### config.mk
export PLATFORM = sky130hd
export DESIGN_NAME = pht
export DESIGN_NICKNAME = d
export VERILOG_FILES = /design/src/logic/bp_pkg.sv /design/src/logic/pht.sv
export VERILOG_INCLUDE_DIRS = /design/src /design/src/logic
export SDC_FILE = /design/constraint.sdc
export NUM_CORES = 1
export LEC_CHECK = 0
export BUFFER_PORTS_ARGS = -buffer_cell sky130_fd_sc_hd__buf_2
export CELL_PAD_IN_SITES_DETAIL_PLACEMENT = 0
export CELL_PAD_IN_SITES_GLOBAL_PLACEMENT = 1
export CORE_MARGIN = 2
export CORE_UTILIZATION = 35
export CTS_CLUSTER_DIAMETER = 200
export DETAILED_ROUTE_END_ITERATION = 10
export PLACE_DENSITY_LB_ADDON = 0.12
export SETUP_SLACK_MARGIN = 0.1
export SYNTH_ARGS = -nofsm -noshare
export SYNTH_HDL_FRONTEND = slang
export SYNTH_SLANG_ARGS = --single-unit
### constraint.sdc
create_clock -name clk -period 6.3 [get_ports clk]
set_input_delay 0.315 -clock clk [delete_from_list [all_inputs] [get_ports clk]]
set_output_delay 0.315 -clock clk [all_outputs]
set_load 0.02 [all_outputs]
### src/logic/bp_macros.svh
`ifndef BP_MACROS_SVH
`define BP_MACROS_SVH

// word address width, byte bits [1:0] already dropped
`define BP_PC_W 30

// entries per btb bank, index is pc[7:1]
`define BP_BTB_DEPTH 128

// two-bit counters, index is pc[7:0]
`define BP_PHT_DEPTH 256

`endif

### src/logic/bp_pkg.sv
`default_nettype none

package bp_pkg;

    // branch kind as stored in the btb
    typedef enum logic [1:0] {
        br_none     = 2'd0,   // miss or invalidated entry
        br_cond     = 2'd1,   // conditional, direction from pht
        br_direct   = 2'd2,   // unconditional, fixed target
        br_indirect = 2'd3    // register jump, last seen target
    } br_type_t;

    // saturating direction counter
    // msb set means taken
    typedef enum logic [1:0] {
        strong_nt = 2'd0,
        weak_nt   = 2'd1,
        weak_t    = 2'd2,
        strong_t  = 2'd3
    } ctr_state_t;

endpackage

`default_nettype wire

### src/logic/pht.sv
`timescale 1ns/1ps
`default_nettype none
`include "bp_macros.svh"

// pattern history table, two-bit counters
// two read ports for the pair, one update port
module pht (
    input  logic                 clk,
    input  logic                 rstn,
    input  logic [`BP_PC_W-1:0]  pc,
    output logic                 taken0,          // even word of the pair
    output logic                 taken1,          // odd word of the pair
    input  logic                 update,
    input  logic [`BP_PC_W-1:0]  update_pc,
    input  bp_pkg::br_type_t     update_br_type,
    input  logic                 update_taken     // resolved direction
);
    import bp_pkg::*;

    localparam int idx_w = $clog2(`BP_PHT_DEPTH);   // 8 index bits

    ctr_state_t       ctr [`BP_PHT_DEPTH];
    logic [idx_w-1:0] rd_idx0;
    logic [idx_w-1:0] rd_idx1;
    logic [idx_w-1:0] up_idx;
    logic             ctr_we;

    // one step toward the resolved direction, saturating
    function automatic ctr_state_t ctr_step(input ctr_state_t cur, input logic tk);
        ctr_state_t nxt;
        nxt = cur;
        case (cur)
            strong_nt: nxt = tk ? weak_nt  : strong_nt;
            weak_nt:   nxt = tk ? weak_t   : strong_nt;
            weak_t:    nxt = tk ? strong_t : weak_nt;
            strong_t:  nxt = tk ? strong_t : weak_t;
            default:   nxt = weak_nt;
        endcase
        return nxt;
    endfunction

    assign rd_idx0 = {pc[idx_w-1:1], 1'b0};
    assign rd_idx1 = {pc[idx_w-1:1], 1'b1};
    assign up_idx  = update_pc[idx_w-1:0];
    assign ctr_we  = update && (update_br_type == br_cond);   // only cond trains

    always_ff @(posedge clk)
    begin
        if (!rstn)
        begin
            for (int i = 0; i < `BP_PHT_DEPTH; i++)
            begin
                ctr[i] <= weak_nt;   // start just below taken
            end
        end
        else if (ctr_we)
        begin
            ctr[up_idx] <= ctr_step(ctr[up_idx], update_taken);
        end
    end

    assign taken0 = (ctr[rd_idx0] == weak_t) || (ctr[rd_idx0] == strong_t);
    assign taken1 = (ctr[rd_idx1] == weak_t) || (ctr[rd_idx1] == strong_t);

endmodule

`default_nettype wire

---- Word level (Yosys, flattened, before mapping) ----
Memory sizes are Yosys's and may differ from the RTL's.
Cells that the tools add are included.
cells by class
  equality and inequality tests ........... 8
  multiplexer cells ....................... 14
  reductions and logical operators ........ 5
operators by type and width
  cell                                            number
  == test 2 bit (second input constant)           6
  two-way mux 2 bit                               5
  two-way mux 8 bit                               1
  one-hot mux 2 bit (4 select lines)              1
  two-way mux 1 bit                               7
  == test 2 x 1 -> 1 bit (second input constant)  2
  zero test 2 bit                                 1
  logical OR 1 bit                                2
  OR reduction 2 bit                              1
  logical AND 1 bit                               1
storage, ports and cells
  register bits ........................... 0
  bits in writable memories ............... 512
  input port bits ......................... 66
  output and inout bits ................... 2
  word-level logic and storage cells ...... 28
  memories ................................ 1
memories
  name  depth  width  read ports  clocked after memory_dff  write ports  line       text
  ctr   256    2      3           0                         256          pht.sv:22  ctr_state_t ctr [`BP_PHT_DEPTH];

---- Logic depth before layout (Yosys ltp) ----
  word-level depth ........................ 7
  gate-level depth with buffers ........... 16
  gate-level depth less buffers ........... 8

---- Worst setup path before layout ----
No wires, ideal clock.
  kind .................................... input to output
  from .................................... input port pc[1]
  to ...................................... output port taken0
  data arrival time ....................... 3.027 ns
  required time ........................... 5.985 ns
  setup slack ............................. 2.958 ns
  stages on the path ...................... 6
  path buffers ............................ 2
  path through ............................ clkbuf_1 -> buf_1 -> mux4_2 -> mux4_2 -> mux4_2 -> mux2_2
between the ends
  longest elaborated chain between the ends .. 3
  elaborated cells on any way between the ends .. 4
  classes of those cells .................. eq/ne (2); reduce/logical (1); memory (1)
ends and longest elaborated chain
  item                      line       text
  start: declaration        pht.sv:10  input logic [`BP_PC_W-1:0] pc,
  memory (256 x 2 bit) (*)  --
  == test 2 bit             pht.sv:62  assign taken0 = (ctr[rd_idx0] == weak_t) || (ctr[rd_idx0] == strong_t);
  logical OR 1 bit (*)      pht.sv:62
  end: declaration          pht.sv:11  output logic taken0,
Every way passes the cells marked *; elsewhere a longest branch is shown, timed or not.

==> impl_metrics.py <==
metrics = {
    "outcome": {
        "status": "finished clean",
    },
    "synthesis": {
        "syn_area_um2": 27500,
        "synth_edf_count": 512,
        "syn_inst": 2124,
        "ys.flop_type": "edfxtp_1",
        "synth_nets": 2190,
        "synth.area.top_cells": "edfxtp_1 56%, mux4_2 15%, nand3_1 4.8%",
        "yosys_register_bits": 512,
        "syn_area_per_cell_um2": 12.9,
        "synth_top_area_share_pct": 55.9,
        "synth_largest_area_cell": "edfxtp_1",
        "yosysSeqAreaShare_pct": 55.9,
        "async_flop_share_pct": 0,
        "ys.warnings.count": 0,
        "post_synth_num_cell_types": 51,
    },
    "timing": {
        "fmax_mhz": 229,
        "setup_viol": 0,
        "fin_tns_setup_ns": 0,
        "max_slew_margin_pct": 6.27,
        "rsz0062_at_grt": "no",
        "drv_slew": 0,
        "post-route-period-util_pct": 69.3,
        "period_needed_ns": 4.37,
        "setup_ws_ns": 1.93,
        "fin_skew_ns": 0.0331,
        "hold_violations": 0,
        "worstMarginPinSlew_ns": 1.40,
    },
    "clock_tree": {
        "cts_setup_buffers": 0,
        "cts.clk_slew.worst_paths_ns": 0.06,
        "cts-buffers-inserted": 59,
        "cts.path.max_buffers": 3,
        "cts_root_buf": "clkbuf_16",
        "clock_sinks": 512,
        "htreeDepth": 2,
        "cts_tree": "built",
        "cts_resized": 0,
        "clk-insertion-delay-late_ns": 0.64,
        "cts_hold_buf": 0,
    },
    "global_routing": {
        "track_usage_pct": 26.0,
        "antenna_found_initial": 2,
        "grt_max_degree": 100,
        "grt_pass1_vias": 19400,
        "grt_pass1_wl_um": 150000,
        "grt-ovfl-total": 0,
    },
    "power_and_ir_drop": {
        "power_density_nw_per_um2": 268,
        "max-vdd-ir-drop_v": 0.000230,
        "leakagePower_nw": 8.31,
    },
    "routing": {
        "detail_route.iter0.violations": 2401,
        "wl_per_cell_um": 34.5,
        "wl_met1_um": 45300,
        "top_layer": "met5",
        "num_vias": 19800,
        "wl_um": 106000,
        "route.detailed.drc": 0,
        "antenna_left": 0,
        "viasPerCell": 6.43,
        "wl_met3_um": 8430,
        "first_pass_iters": 5,
        "wl_met2_um": 48800,
    },
    "worst_hold_path": {
        "hp-class": "input pin to flip-flop",
    },
    "critical_path": {
        "slowest_stage": "maj3_4",
        "worstPathRequired_ns": 6.62,
        "critPathKind": "input pin to flip-flop",
        "path_cells": "buf_6, buf_4, mux4_2, mux2i_1, nor3_1, a311oi_1, nand4_1, nor3_4, maj3_4, buf_4, nand3_1",
        "critPathMostFrequentCell": "buf_4",
        "crit_path_start_kind": "input pin",
        "end_kind": "flip-flop",
        "critPathMaxStageDelay_ns": 0.70,
        "cp_max_fo": 44,
        "arrival_ns": 4.69,
    },
    "floorplanning": {
        "io-pin-count": 68,
        "coreArea_um2": 77600,
        "start_util_pct": 35.4,
        "die-height_um": 284,
        "row_count": 102,
        "dieArea_um2": 80800,
        "die_w_um": 284,
    },
    "final_layout": {
        "fin_area_um2": 30100,
        "fin_cells": 3084,
        "largest_registers": "ctr x512",
        "final_common_cell": "edfxtp_1",
        "largest_register_ffs": 512,
        "drive_gt1_share_pct": 20.9,
        "insertedDiodeCount": 0,
        "regMostFlops": "ctr",
        "layout_common_cells": "512 x edfxtp_1, 262 x nand3_1, 250 x nor3_1, 247 x o21ai_0, 181 x mux4_2",
        "syn2layout_area_growth_pct": 9.38,
        "fin_nets": 2066,
    },
    "placed_design": {
        "place_inst": 2979,
        "dp_hpwl_um": 68100,
        "dpl_cell_area_um2": 28300,
        "io_buffers": 22,
        "post-place-ws_ns": 1.36,
        "routabilityCongestion": 0.861,
    },
    "job": {
        "maxCapViolCount": 0,
    },
}
==> cells in the mapped netlist (3+ instances only) <==
library cell	count
a211oi_1	6
a21oi_1	7
a22o_1	3
a22oi_1	36
a31oi_1	6
a41oi_1	4
and2_1	3
and4b_1	3
buf_1	18
buf_2	31
buf_4	25
buf_6	44
clkbuf_1	176
edfxtp_1	512
inv_1	3
maj3_1	4
mux2_2	9
mux2i_1	83
mux4_2	181
nand2_1	63
nand2b_1	16
nand3_1	264
nand3_2	10
nand4_1	9
nor2_1	43
nor2b_1	13
nor3_1	261
nor4_1	3
o21ai_0	247
o221ai_1	3
or2_2	5
or3_1	3
==> through the flow <==
| step | power (mW) | hold slack [ns] | utilization, % |
|---|---|---|---|
| after global routing | 8.27 | 0.357 | 38.7 |
| after detailed placement | 4.81 | 0.984 | 36.5 |
| after CTS | 8.10 | 0.320 | 38.7 |
| after floorplan | 4.54 | 0.661 | - |
| final | 8.06 | 0.371 | 38.7 |
| after global placement | 4.80 | 0.961 | 36.5 |
==> metal layers <==
layer | vias up | GRT usage (%)
li1 | 8142 | -
met1 | 10500 | 37.6
met2 | 1022 | 40.1
met3 | 181 | 3.95
met4 | 2 | 8.71
met5 | - | 0
==> kinds of logic after synthesis <==
group                    synth area share [%]
adder cells (fa/ha/maj)                 0.228
AO/OA/AOI/OAI                            6.62
multiplexers                             18.2
flip-flops                               55.9
buffers and inverters                    5.80
AND/OR/NAND/NOR                          13.2
==> cell type report <==
cell class / count / area, um^2
fillers: 7539 / 47500
flip-flops and latches: 512 / 15400
multi-input cells: 1314 / 10700
clock buffers: 76 / 1540
well taps: 1040 / 1300
repair buffers: 110 / 913
clock inverters: 29 / 235
inverters: 3 / 11.3
==> path summary, 6_finish.rpt <==
| check | start | endpoint | slack (ns) | cells after the start |
|---|---|---|---|---|
| max | update_pc[0] | ctr[100][0] | 1.93 | 11 |
| min | rstn | ctr[75][1] | 0.37 | 2 |
| max reg2reg | ctr[103][1] | ctr[100][0] | 2.33 | 9 |
| min reg2reg | ctr[80][1] | ctr[39][0] | 1.76 | 7 |
==> report_power, final <==
| part | leakage, nW | switching [mW] | total, mW | internal [mW] |
|---|---|---|---|---|
| registers | 4.44 | 0.0401 | 3.84 | 3.80 |
| logic | 3.01 | 0.640 | 0.907 | 0.267 |
| clock network | 0.863 | 1.45 | 3.32 | 1.87 |
| total | 8.31 | 2.13 | 8.06 | 5.94 |
==> worst max-delay path: cells and delay by family <==
| kind | cells | cell delay [ns] |
|---|---|---|
| compound gates | 1 | 0.48 |
| mux | 2 | 0.74 |
| buf+inv | 3 | 1.39 |
| fa+ha+maj | 1 | 0.70 |
| simple gates | 4 | 0.87 |
Power figures use the tool's default switching activity.
