==> src/logic/bp_macros.svh <==
`ifndef BP_MACROS_SVH
`define BP_MACROS_SVH

// word address width, byte bits [1:0] already dropped
`define BP_PC_W 30

// entries per btb bank, index is pc[7:1]
`define BP_BTB_DEPTH 128

// two-bit counters, index is pc[7:0]
`define BP_PHT_DEPTH 256

`endif

==> src/logic/bp_pkg.sv <==
`default_nettype none

package bp_pkg;

    // branch kind as stored in the btb
    typedef enum logic [1:0] {
        br_none     = 2'd0,   // miss or invalidated entry
        br_cond     = 2'd1,   // conditional, direction from pht
        br_direct   = 2'd2,   // unconditional, fixed target
        br_indirect = 2'd3    // register jump, last seen target
    } br_type_t;

    // saturating direction counter
    // msb set means taken
    typedef enum logic [1:0] {
        strong_nt = 2'd0,
        weak_nt   = 2'd1,
        weak_t    = 2'd2,
        strong_t  = 2'd3
    } ctr_state_t;

endpackage

`default_nettype wire

==> src/logic/next_pc_sel.sv <==
`timescale 1ns/1ps
`default_nettype none
`include "bp_macros.svh"

// picks the first taken slot at or after pc
// falls through to the next aligned pair otherwise
module next_pc_sel (
    input  logic [`BP_PC_W-1:0]  pc,
    input  bp_pkg::br_type_t     type0,          // even bank result
    input  bp_pkg::br_type_t     type1,          // odd bank result
    input  logic [`BP_PC_W-1:0]  target0,
    input  logic [`BP_PC_W-1:0]  target1,
    input  logic                 taken0,         // pht direction, even word
    input  logic                 taken1,         // pht direction, odd word
    output logic                 pred_taken,
    output logic                 pred_slot,      // 0 even, 1 odd
    output bp_pkg::br_type_t     pred_br_type,
    output logic [`BP_PC_W-1:0]  pred_next_pc
);
    import bp_pkg::*;

    logic                consider0;     // slot 0 lies at or after pc
    logic                take0;
    logic                take1;
    logic [`BP_PC_W-1:0] fall_through;

    assign consider0 = ~pc[0];

    // unconditional always taken, cond follows its counter
    assign take0 = consider0 &&
                   ((type0 == br_direct) || (type0 == br_indirect) ||
                    ((type0 == br_cond) && taken0));
    assign take1 = (type1 == br_direct) || (type1 == br_indirect) ||
                   ((type1 == br_cond) && taken1);

    assign fall_through = {pc[`BP_PC_W-1:1], 1'b0} + `BP_PC_W'(2);   // next pair

    //////////////////////////////
    // priority, lowest slot first

    always_comb
    begin
        pred_taken   = 1'b0;
        pred_slot    = 1'b0;
        pred_br_type = br_none;
        pred_next_pc = fall_through;
        if (take0)
        begin
            pred_taken   = 1'b1;
            pred_br_type = type0;
            pred_next_pc = target0;
        end
        else if (take1)
        begin
            pred_taken   = 1'b1;
            pred_slot    = 1'b1;
            pred_br_type = type1;
            pred_next_pc = target1;
        end
        else if (consider0 && (type0 == br_cond))
        begin
            pred_br_type = br_cond;   // cond hit predicted not taken
        end
        else if (type1 == br_cond)
        begin
            pred_br_type = br_cond;
        end
    end

endmodule

`default_nettype wire

==> config.mk <==
export PLATFORM = sky130hd
export DESIGN_NAME = next_pc_sel
export DESIGN_NICKNAME = d
export VERILOG_FILES = /design/src/logic/bp_pkg.sv /design/src/logic/next_pc_sel.sv
export VERILOG_INCLUDE_DIRS = /design/src /design/src/logic
export SDC_FILE = /design/constraint.sdc
export NUM_CORES = 1
export LEC_CHECK = 0
export BUFFER_PORTS_ARGS = -buffer_cell sky130_fd_sc_hd__clkbuf_2
export CAP_MARGIN = 20
export CORE_MARGIN = 2
export CORE_UTILIZATION = 37
export DETAILED_ROUTE_END_ITERATION = 8
export PLACE_DENSITY_LB_ADDON = 0.15
export SYNTH_ARGS = -nofsm -noshare
export SYNTH_HDL_FRONTEND = slang
export SYNTH_SLANG_ARGS = --single-unit
==> constraint.sdc <==
create_clock -name vclk -period 1.9
set_clock_uncertainty 0.15 [all_clocks]
set_input_delay 0.19 -clock vclk [all_inputs]
set_output_delay 0.19 -clock vclk [all_outputs]
set_load 0.01 [all_outputs]
After elaboration in Yosys (flattened, before gate mapping)
Cells that the tools add are included.
{ "totals": {"ff_bits": 0} }
{ "classes": {"bitwise_logic": 1, "n_reduce_logical": 8, "n_eq_ne": 6, "muxes": 9, "addsub": 1} }
{ "ops": {"columns": ["op", "n"], "rows": [
  ["$mux 30", 2],
  ["$add 30x2->30 const B", 1],
  ["$eq 2x2->1 const B", 4],
  ["$mux 1", 5],
  ["$eq 2x1->1 const B", 2],
  ["$logic_and 1x1->1", 4],
  ["$logic_or 1x1->1", 4],
  ["$mux 2", 2],
  ["$not 1->1", 1]
]} }

Logic depth before layout (Yosys ltp)
Gate-level depths: netlist (run 1).
{ "logic_depth": {"depth_word": 5, "ltp_mapped": 7} }

Least setup slack after synthesis (run 1)
No wires, ideal clock.
{ "synth_timing": {"kind": "input -> output", "start": "input pc[16]", "end": "output pred_next_pc[29]", "path_buffers": 1, "t_arrival_ps": 1560, "required_time_ps": 1560, "path_stages": 6, "setup_slack_ps": 0, "path_cell_list": "buf_4 > and4_1 > nand2_1 > or4b_1 > xor2_1 > o22ai_1"} }
{ "synth_via": {"elab_chain_len": 3} }
{ "synth_lines": {"columns": ["item", "line_no", "text"], "rows": [
  ["start: declaration", "next_pc_sel.sv:8", "input logic [`BP_PC_W-1:0] pc,"],
  ["$add 30x2->30", "next_pc_sel.sv:36", "assign fall_through = {pc[`BP_PC_W-1:1], 1'b0} + `BP_PC_W'(2);"],
  ["$mux 30", "next_pc_sel.sv:53", "else if (take1)"],
  ["$mux 30", "next_pc_sel.sv:47", "if (take0)"],
  ["end: declaration", "next_pc_sel.sv:18", "output logic [`BP_PC_W-1:0] pred_next_pc"]
]} }
No other way between the ends.

Final worst setup path (run 1)
{ "layout_timing": {"start": "input pc[1]", "end": "output pred_next_pc[19]"} }
The elaborated chain is that of the path after synthesis.

==> impl_metrics.env, run 1 <==
export IMPL_max_cap_violations=0
export IMPL_hp_class="in2out"
export IMPL_die_h_um=61.77
export IMPL_p_sw_mw=0.2907
export IMPL_overflow=0
export IMPL_arrival_ns=1.64
export IMPL_synth_nets=307
export IMPL_worstPathRequired_ns=1.56
export IMPL_first_iter_violations=137
export IMPL_hold_buffers=0
export IMPL_slew_viol_final=0
export IMPL_relSlewSlack=0.8194
export IMPL_failed_checks="negative setup slack"
export IMPL_rsz0062_at_grt="true"
export IMPL_drt_total_wl_mm=5.989
export IMPL_grt_pass1_vias=1944
export IMPL_period_minus_slack_ns=1.977
export IMPL_chipWidth_um=61.77
export IMPL_ant_nets=0
export IMPL_p_clk_frac=0
export IMPL_internal_power_mw=0.2938
export IMPL_ys_seq_area_frac=0
export IMPL_finalCritPeriodShare=1.041
export IMPL_syn_avg_cell_area_um2=5.881
export IMPL_pwr_share_comb=1.000
export IMPL_synth_warnings=0
export IMPL_ir_drop_v=0.0001534
export IMPL_final_common_cell="clkbuf_2"
export IMPL_firstDrtPassIters=4
export IMPL_num_rows=20
export IMPL_nFillCells=247
export IMPL_pre_cts_slack_ns=-0.2267
export IMPL_p_per_area_nw_per_um2=227.9
export IMPL_syn_to_final_growth_pct=107.7
export IMPL_nets=479
export IMPL_setup_ws_ns=-0.07708
export IMPL_worst_slew_pin_slew_ns=0.2684
export IMPL_dp_hpwl_mm=4.440
export IMPL_grt_max_degree=21
export IMPL_final_cell_mix="103 x clkbuf_2, 43 x buf_4, 27 x nor2_1"
export IMPL_antenna_found_initial=0
export IMPL_final_layout_size_suffix_gt1_frac=0.5553
export IMPL_cp_max_fo=4
export IMPL_setup_tns_ns=-0.2772
export IMPL_remaining_drc_errors=0
export IMPL_ys_types=39
export IMPL_place_gp_congestion=0.8427
export IMPL_fmax_ghz=0.5058
export IMPL_worstSetupEndpointType="output port"
export IMPL_num_antenna_cells=0
export IMPL_crit_family="simple AND/OR/NAND/NOR gates"
export IMPL_wl_per_cell_um=14.13
export IMPL_start_util=0.3980
export IMPL_die_area_um2=3816
export IMPL_crit_path_top_delay_cell="or3_4"
export IMPL_grt_pass1_wl_mm=8.473
export IMPL_vias=2291
export IMPL_n_clock_buffer=0
export IMPL_seq_area_um2=0
export IMPL_path_cells="buf_8, ha_4, nand3_4, buf_6, or3_4, o31a_1, nor3_1, o21ai_1, clkbuf_2"
export IMPL_io_buffers=130
export IMPL_seq_cell_count=0
export IMPL_worstSetupPathType="in2out"
export IMPL_critPathBufInv=3
export IMPL_synthCells=210
export IMPL_status="finished, violations left"
export IMPL_seqPwrFrac=0
export IMPL_hold_viol=0
export IMPL_finalSetupViolCount=8
export IMPL_synth_area_um2=1235
export IMPL_core_area_um2=3103
export IMPL_start_kind="input pin"
export IMPL_p_leak_nw=1.325
export IMPL_max_stage_delay_ns=0.40
export IMPL_io_pins=130
export IMPL_p_sw_frac=0.4974
export IMPL_vias_per_cell=5.403
export IMPL_track_usage=0.2848
-- power by group through the flow --
stage          sequential (mW)  combinational, mW  clock [mW]
6_report                     0              0.584           0
5_1_grt                      0              0.635           0
4_1_cts                      0              0.548           0
3_5_place_dp                 0              0.522           0
3_3_place_gp                 0              0.514           0
2_1_floorplan                0              0.231           0
-- per-layer routing --
metal / share of wire / vias up / GRT usage
met4: 0.013 / 0 / 0.04255
li1: - / 1108 / -
met5: 0 / - / 0
met2: 0.52 / 126 / 0.5519
met1: 0.39 / 1049 / 0.3504
met3: 0.082 / 8 / 0.01449
-- cell type report --
cell class / count / area [um2] / area share
multi-input cells: 195 / 1335 / 0.5205
repair buffers: 182 / 1164 / 0.4537
well taps: 44 / 55.05 / 0.02146
inverters: 3 / 11.26 / 0.004390
-- repair_timing --
action	4_1_cts	5_1_grt
cloned	0	0
setup buffers	3	6
resized for setup	26	42
setup endpoints to repair	14	23
endpoints found under the hold margin	0	0
pin swaps	21	23
-- path summary, 6_finish.rpt --
check	cells past startpoint	startpoint	slack, ns	to
worst min-delay path	4	target0[0]	0.51	pred_next_pc[0]
worst max-delay path	9	pc[1]	-0.08	pred_next_pc[19]
-- logic make-up after synthesis --
kind of cell    Yosys count  share of synthesized area
compound gates           64                     0.2908
xor+xnor                 23                     0.1631
fa+ha+maj                 1                    0.01013
buf+inv                  15                    0.04965
mux                       2                    0.01621
simple gates            105                     0.4701
-- cells in the mapped netlist (7+ instances only) --
cell type,number,area [um2]
o21ai_1,12,60.06
nand2_1,22,82.58
nor2_1,30,112.6
xnor2_1,11,96.34
nand3_1,8,40.04
clkbuf_1,10,37.54
nand4_1,10,62.56
o22ai_1,7,43.79
xor2_1,12,105.1
a21oi_1,26,130.1
and3_1,14,87.58
o21ai_0,10,50.05
-- metrics by stage --
stage | power, mW | cells | hold slack (ns) | utilization | cell area (um2)
finish | 0.5845 | 424 | 0.5093 | 0.8266 | 2565
global placement | 0.5141 | 415 | 0.5041 | 0.7222 | 2241
CTS | 0.5478 | 418 | 0.5096 | 0.7770 | 2411
floorplan | 0.2309 | 210 | 0.3408 | - | 1235
global route | 0.6353 | 424 | 0.5410 | 0.8266 | 2565
detailed placement | 0.5217 | 415 | 0.5088 | 0.7222 | 2241
Power figures use the tool's default switching activity.
==> inputs of run 2 (changes only) <==
==> constraint.sdc (replaced) <==
create_clock -name vclk -period 1.9
set_clock_uncertainty 0.15 [all_clocks]
set_input_delay 0.095 -clock vclk [all_inputs]
set_output_delay 0.095 -clock vclk [all_outputs]
set_load 0.01 [all_outputs]
==> impl_metrics.env, run 2 (synthesis gave the netlist of run 1 again) <==
export IMPL_p_leak_nw=1.103
export IMPL_ir_drop_v=0.0001350
export IMPL_wl_per_cell_um=12.40
export IMPL_relSlewSlack=0.7065
export IMPL_track_usage=0.2419
export IMPL_crit_start="pc[1]"
export IMPL_arrival_ns=1.62
export IMPL_max_cap_violations=0
export IMPL_nFillCells=307
export IMPL_seq_cell_count=0
export IMPL_hp_class="in2out"
export IMPL_start_util=0.3980
export IMPL_n_clock_buffer=0
export IMPL_io_buffers=130
export IMPL_dp_hpwl_mm=4.101
export IMPL_vias=2077
export IMPL_fmax_ghz=0.5348
export IMPL_worst_slew_pin_slew_ns=0.4403
export IMPL_postPlaceCellArea_um2=2078
export IMPL_period_minus_slack_ns=1.870
export IMPL_status="finished, final reports clean"
export IMPL_rsz0062_at_grt="true"
export IMPL_syn_to_final_growth_pct=74.97
export IMPL_seq_area_um2=0
export IMPL_io_pins=130
export IMPL_drt_total_wl_mm=4.924
export IMPL_firstDrtPassIters=4
export IMPL_place_inst=395
export IMPL_nets=452
export IMPL_final_layout_size_suffix_gt1_frac=0.4901
export IMPL_chipWidth_um=61.77
export IMPL_hold_buffers=0
export IMPL_p_per_area_nw_per_um2=231.3
export IMPL_die_area_um2=3816
export IMPL_worstSetupEndpointType="output port"
export IMPL_die_h_um=61.77
export IMPL_num_antenna_cells=0
export IMPL_fin_area_um2=2161
export IMPL_ant_nets=0
export IMPL_finalSetupViolCount=0
export IMPL_core_area_um2=3103
export IMPL_num_rows=20
export IMPL_grt_max_degree=21
export IMPL_hold_path_depth=3
export IMPL_remaining_drc_errors=0
export IMPL_finalNonFillerCells=397
export IMPL_antenna_found_initial=0
export IMPL_worstPathRequired_ns=1.65
export IMPL_final_common_cell="clkbuf_2"
export IMPL_vias_per_cell=5.232
export IMPL_place_gp_congestion=0.7688
export IMPL_grt_pass1_vias=1671
export IMPL_min_delay_start="target0[8]"
export IMPL_grt_pass1_wl_mm=7.265
export IMPL_final_cell_mix="127 x clkbuf_2, 29 x nor2_1, 26 x a21oi_1"
export IMPL_slew_viol_final=0
export IMPL_hold_viol=0
export IMPL_worstSetupPathType="in2out"
export IMPL_overflow=0
export IMPL_cp_max_fo=4
export IMPL_first_iter_violations=49
export IMPL_finalCritPeriodShare=0.9842
export IMPL_start_kind="input pin"
-- run 2: cell types whose count changed in the layout (fill, tap and decap cells not counted), sizes merged --
cell    delta
clkbuf    +24
buf       -51
-- run 2: where the power goes --
part	switching [mW]	internal (mW)
combinational	0.260	0.240
sequential	0	0
clock	0	0
-- run 2: metal layers --
metal / vias to the layer above / GRT usage / part of all wire
li1: 1060 / - / -
met1: 929 / 0.3043 / 0.41
met2: 88 / 0.4722 / 0.51
met3: 0 / 0.01656 / 0.081
met4: 0 / 0.006079 / 0
met5: - / 0 / 0
-- run 2: metrics by stage --
step | utilization | total power, mW | setup slack (ns) | hold slack (ns) | setup TNS, ns
after floorplan | - | 0.2309 | 0.1903 | 0.1508 | 0
after global placement | 0.6698 | 0.4791 | 0.01163 | 0.3147 | 0
after detailed placement | 0.6698 | 0.4831 | 0.01263 | 0.3293 | 0
after CTS | 0.6698 | 0.4854 | 0.005603 | 0.3301 | 0
after global routing | 0.6964 | 0.5561 | -0.03890 | 0.3389 | -0.04540
final | 0.6964 | 0.4999 | 0.03006 | 0.3304 | 0
-- run 2: area by class of cell --
| class | instances | area, um2 | share of cell area |
|---|---|---|---|
| multi-input combinational | 195 | 1227 | 0.5680 |
| timing repair buffer | 155 | 867.1 | 0.4013 |
| tap | 44 | 55.05 | 0.02548 |
| inverter | 3 | 11.26 | 0.005211 |
-- run 2: critical path, stage by stage --
cell and delay [ns]:
buf_6 0.08, ha_4 0.14, nand3_4 0.10, nor4_4 0.26
or4b_4 0.49, xor2_1 0.17, o22ai_1 0.13, buf_2 0.15
-- run 2: what timing repair did --
action                                  in CTS  in global routing
buffers inserted                             0                  2
endpoints found under the setup margin       0                  8
resized for setup                            0                 16
-- run 2: worst paths after layout --
kind	endpoint	slack (ns)
min	pred_next_pc[8]	0.33
max	pred_next_pc[29]	0.03
==> inputs of run 3 (changes only) <==
--- a/config.mk
+++ b/config.mk
@@ -7,7 +7,6 @@
 export NUM_CORES = 1
 export LEC_CHECK = 0
 export BUFFER_PORTS_ARGS = -buffer_cell sky130_fd_sc_hd__clkbuf_2
-export CAP_MARGIN = 20
 export CORE_MARGIN = 2
 export CORE_UTILIZATION = 37
 export DETAILED_ROUTE_END_ITERATION = 8
==> constraint.sdc (replaced) <==
create_clock -name vclk -period 1.9
set_clock_uncertainty 0.15 [all_clocks]
set_input_delay 0.095 -clock vclk [all_inputs]
set_output_delay 0.095 -clock vclk [all_outputs]
set_load 0.005 [all_outputs]
==> impl_metrics.env, run 3 (synthesis gave the netlist of run 1 again) <==
export IMPL_final_layout_size_suffix_gt1_frac=0.4799
export IMPL_worst_slew_pin_slew_ns=0.4330
export IMPL_place_gp_congestion=0.7550
export IMPL_slew_viol_final=0
export IMPL_firstDrtPassIters=4
export IMPL_core_area_um2=3103
export IMPL_nets=447
export IMPL_worstSetupEndpointType="output port"
export IMPL_syn_to_final_growth_pct=68.59
export IMPL_worstSetupPathType="in2out"
export IMPL_finalSetupViolCount=0
export IMPL_grt_pass1_vias=1632
export IMPL_wl_per_cell_um=12.44
export IMPL_first_iter_violations=68
export IMPL_ant_nets=0
export IMPL_antenna_found_initial=0
export IMPL_grt_pass1_wl_mm=6.934
export IMPL_routed_top_layer="met3"
export IMPL_hold_viol=0
export IMPL_status="finished, final reports clean"
export IMPL_drt_total_wl_mm=4.878
export IMPL_p_per_area_nw_per_um2=217.9
export IMPL_finalPower_mw=0.4536
export IMPL_p_leak_nw=1.069
export IMPL_chipWidth_um=61.77
export IMPL_finalCritPeriodShare=0.9663
export IMPL_post_cts_buffers=0
export IMPL_hold_path_depth=4
export IMPL_wl_met3_um=419
export IMPL_track_usage=0.2313
export IMPL_pre_cts_slack_ns=-0.0006154
export IMPL_wl_met2_mm=2.400
export IMPL_finalNonFillerCells=392
export IMPL_period_minus_slack_ns=1.836
export IMPL_vias_per_cell=5.219
export IMPL_rsz0062_at_grt="true"
export IMPL_dp_hpwl_mm=4.125
export IMPL_grt_max_degree=21
export IMPL_nFillCells=320
export IMPL_ir_drop_v=0.0001144
export IMPL_fmax_ghz=0.5447
export IMPL_final_cell_mix="130 x clkbuf_2, 29 x nor2_1, 26 x a21oi_1"
export IMPL_io_pins=130
export IMPL_seq_area_um2=0
export IMPL_io_buffers=130
export IMPL_setup_tns_ns=0
export IMPL_start_kind="input pin"
export IMPL_wl_met1_mm=2.059
export IMPL_start_util=0.3980
export IMPL_cp_max_fo=4
export IMPL_die_h_um=61.77
export IMPL_remaining_drc_errors=0
export IMPL_seq_cell_count=0
export IMPL_n_clock_buffer=0
export IMPL_hp_class="in2out"
export IMPL_relSlewSlack=0.7113
export IMPL_vias=2046
export IMPL_die_area_um2=3816
export IMPL_final_util=0.6710
export IMPL_place_inst=392
export IMPL_worstPathRequired_ns=1.65
export IMPL_max_cap_violations=0
export IMPL_final_common_cell="clkbuf_2"
export IMPL_num_rows=20
export IMPL_num_antenna_cells=0
export IMPL_overflow=0
export IMPL_arrival_ns=1.59
export IMPL_setup_ws_ns=0.06406
[run 3: cell types whose count changed in the layout (fill, tap and decap cells not counted), sizes merged]
cell | previous run | this run
clkbuf | 127 | 130
buf | 28 | 20
[run 3: path summary, 6_finish.rpt]
check        from                to  slack [ns]
min    target0[0]   pred_next_pc[0]        0.30
max         pc[1]  pred_next_pc[29]        0.06
[run 3: area by class of cell]
type	instances	area [um2]	share of cell area
inverter	3	11.26	0.005409
timing repair buffer	150	813.3	0.3906
tap	44	55.05	0.02644
multi-input combinational	195	1202	0.5775
[run 3: repair_timing]
| action | 4_1_cts | 5_1_grt |
|---|---|---|
| hold buffers | 0 | 0 |
| hold endpoints to repair | 0 | 0 |
| resized for setup | 1 | 5 |
| endpoints found under the setup margin | 1 | 12 |
[run 3: stage by stage]
step	instance area [um2]	hold WS (ns)
final	2082	0.3025
after global routing	2082	0.3332
after CTS	2059	0.3041
after detailed placement	2056	0.3032
after global placement	2056	0.2948
after floorplan	1235	0.1250
[run 3: report_power, final]
group / switching [mW] / internal (mW) / total (mW) / leakage [nW]
Sequential: 0 / 0 / 0 / 0
Clock: 0 / 0 / 0 / 0
Combinational: 0.225 / 0.229 / 0.454 / 1.07
Total: 0.225 / 0.229 / 0.454 / 1.07
[run 3: metal layers]
layer	global-route usage	vias up
met4	0	0
met1	0.2870	905
met2	0.4586	91
met3	0.01656	0
met5	0	-
li1	-	1050
[run 3: critical path, cell delays in order]
cell	delay, ns
clkbuf_2	0.10
ha_2	0.20
nand3_2	0.11
nor4_1	0.17
or4b_4	0.49
xor2_1	0.15
o22ai_1	0.14
clkbuf_2	0.13
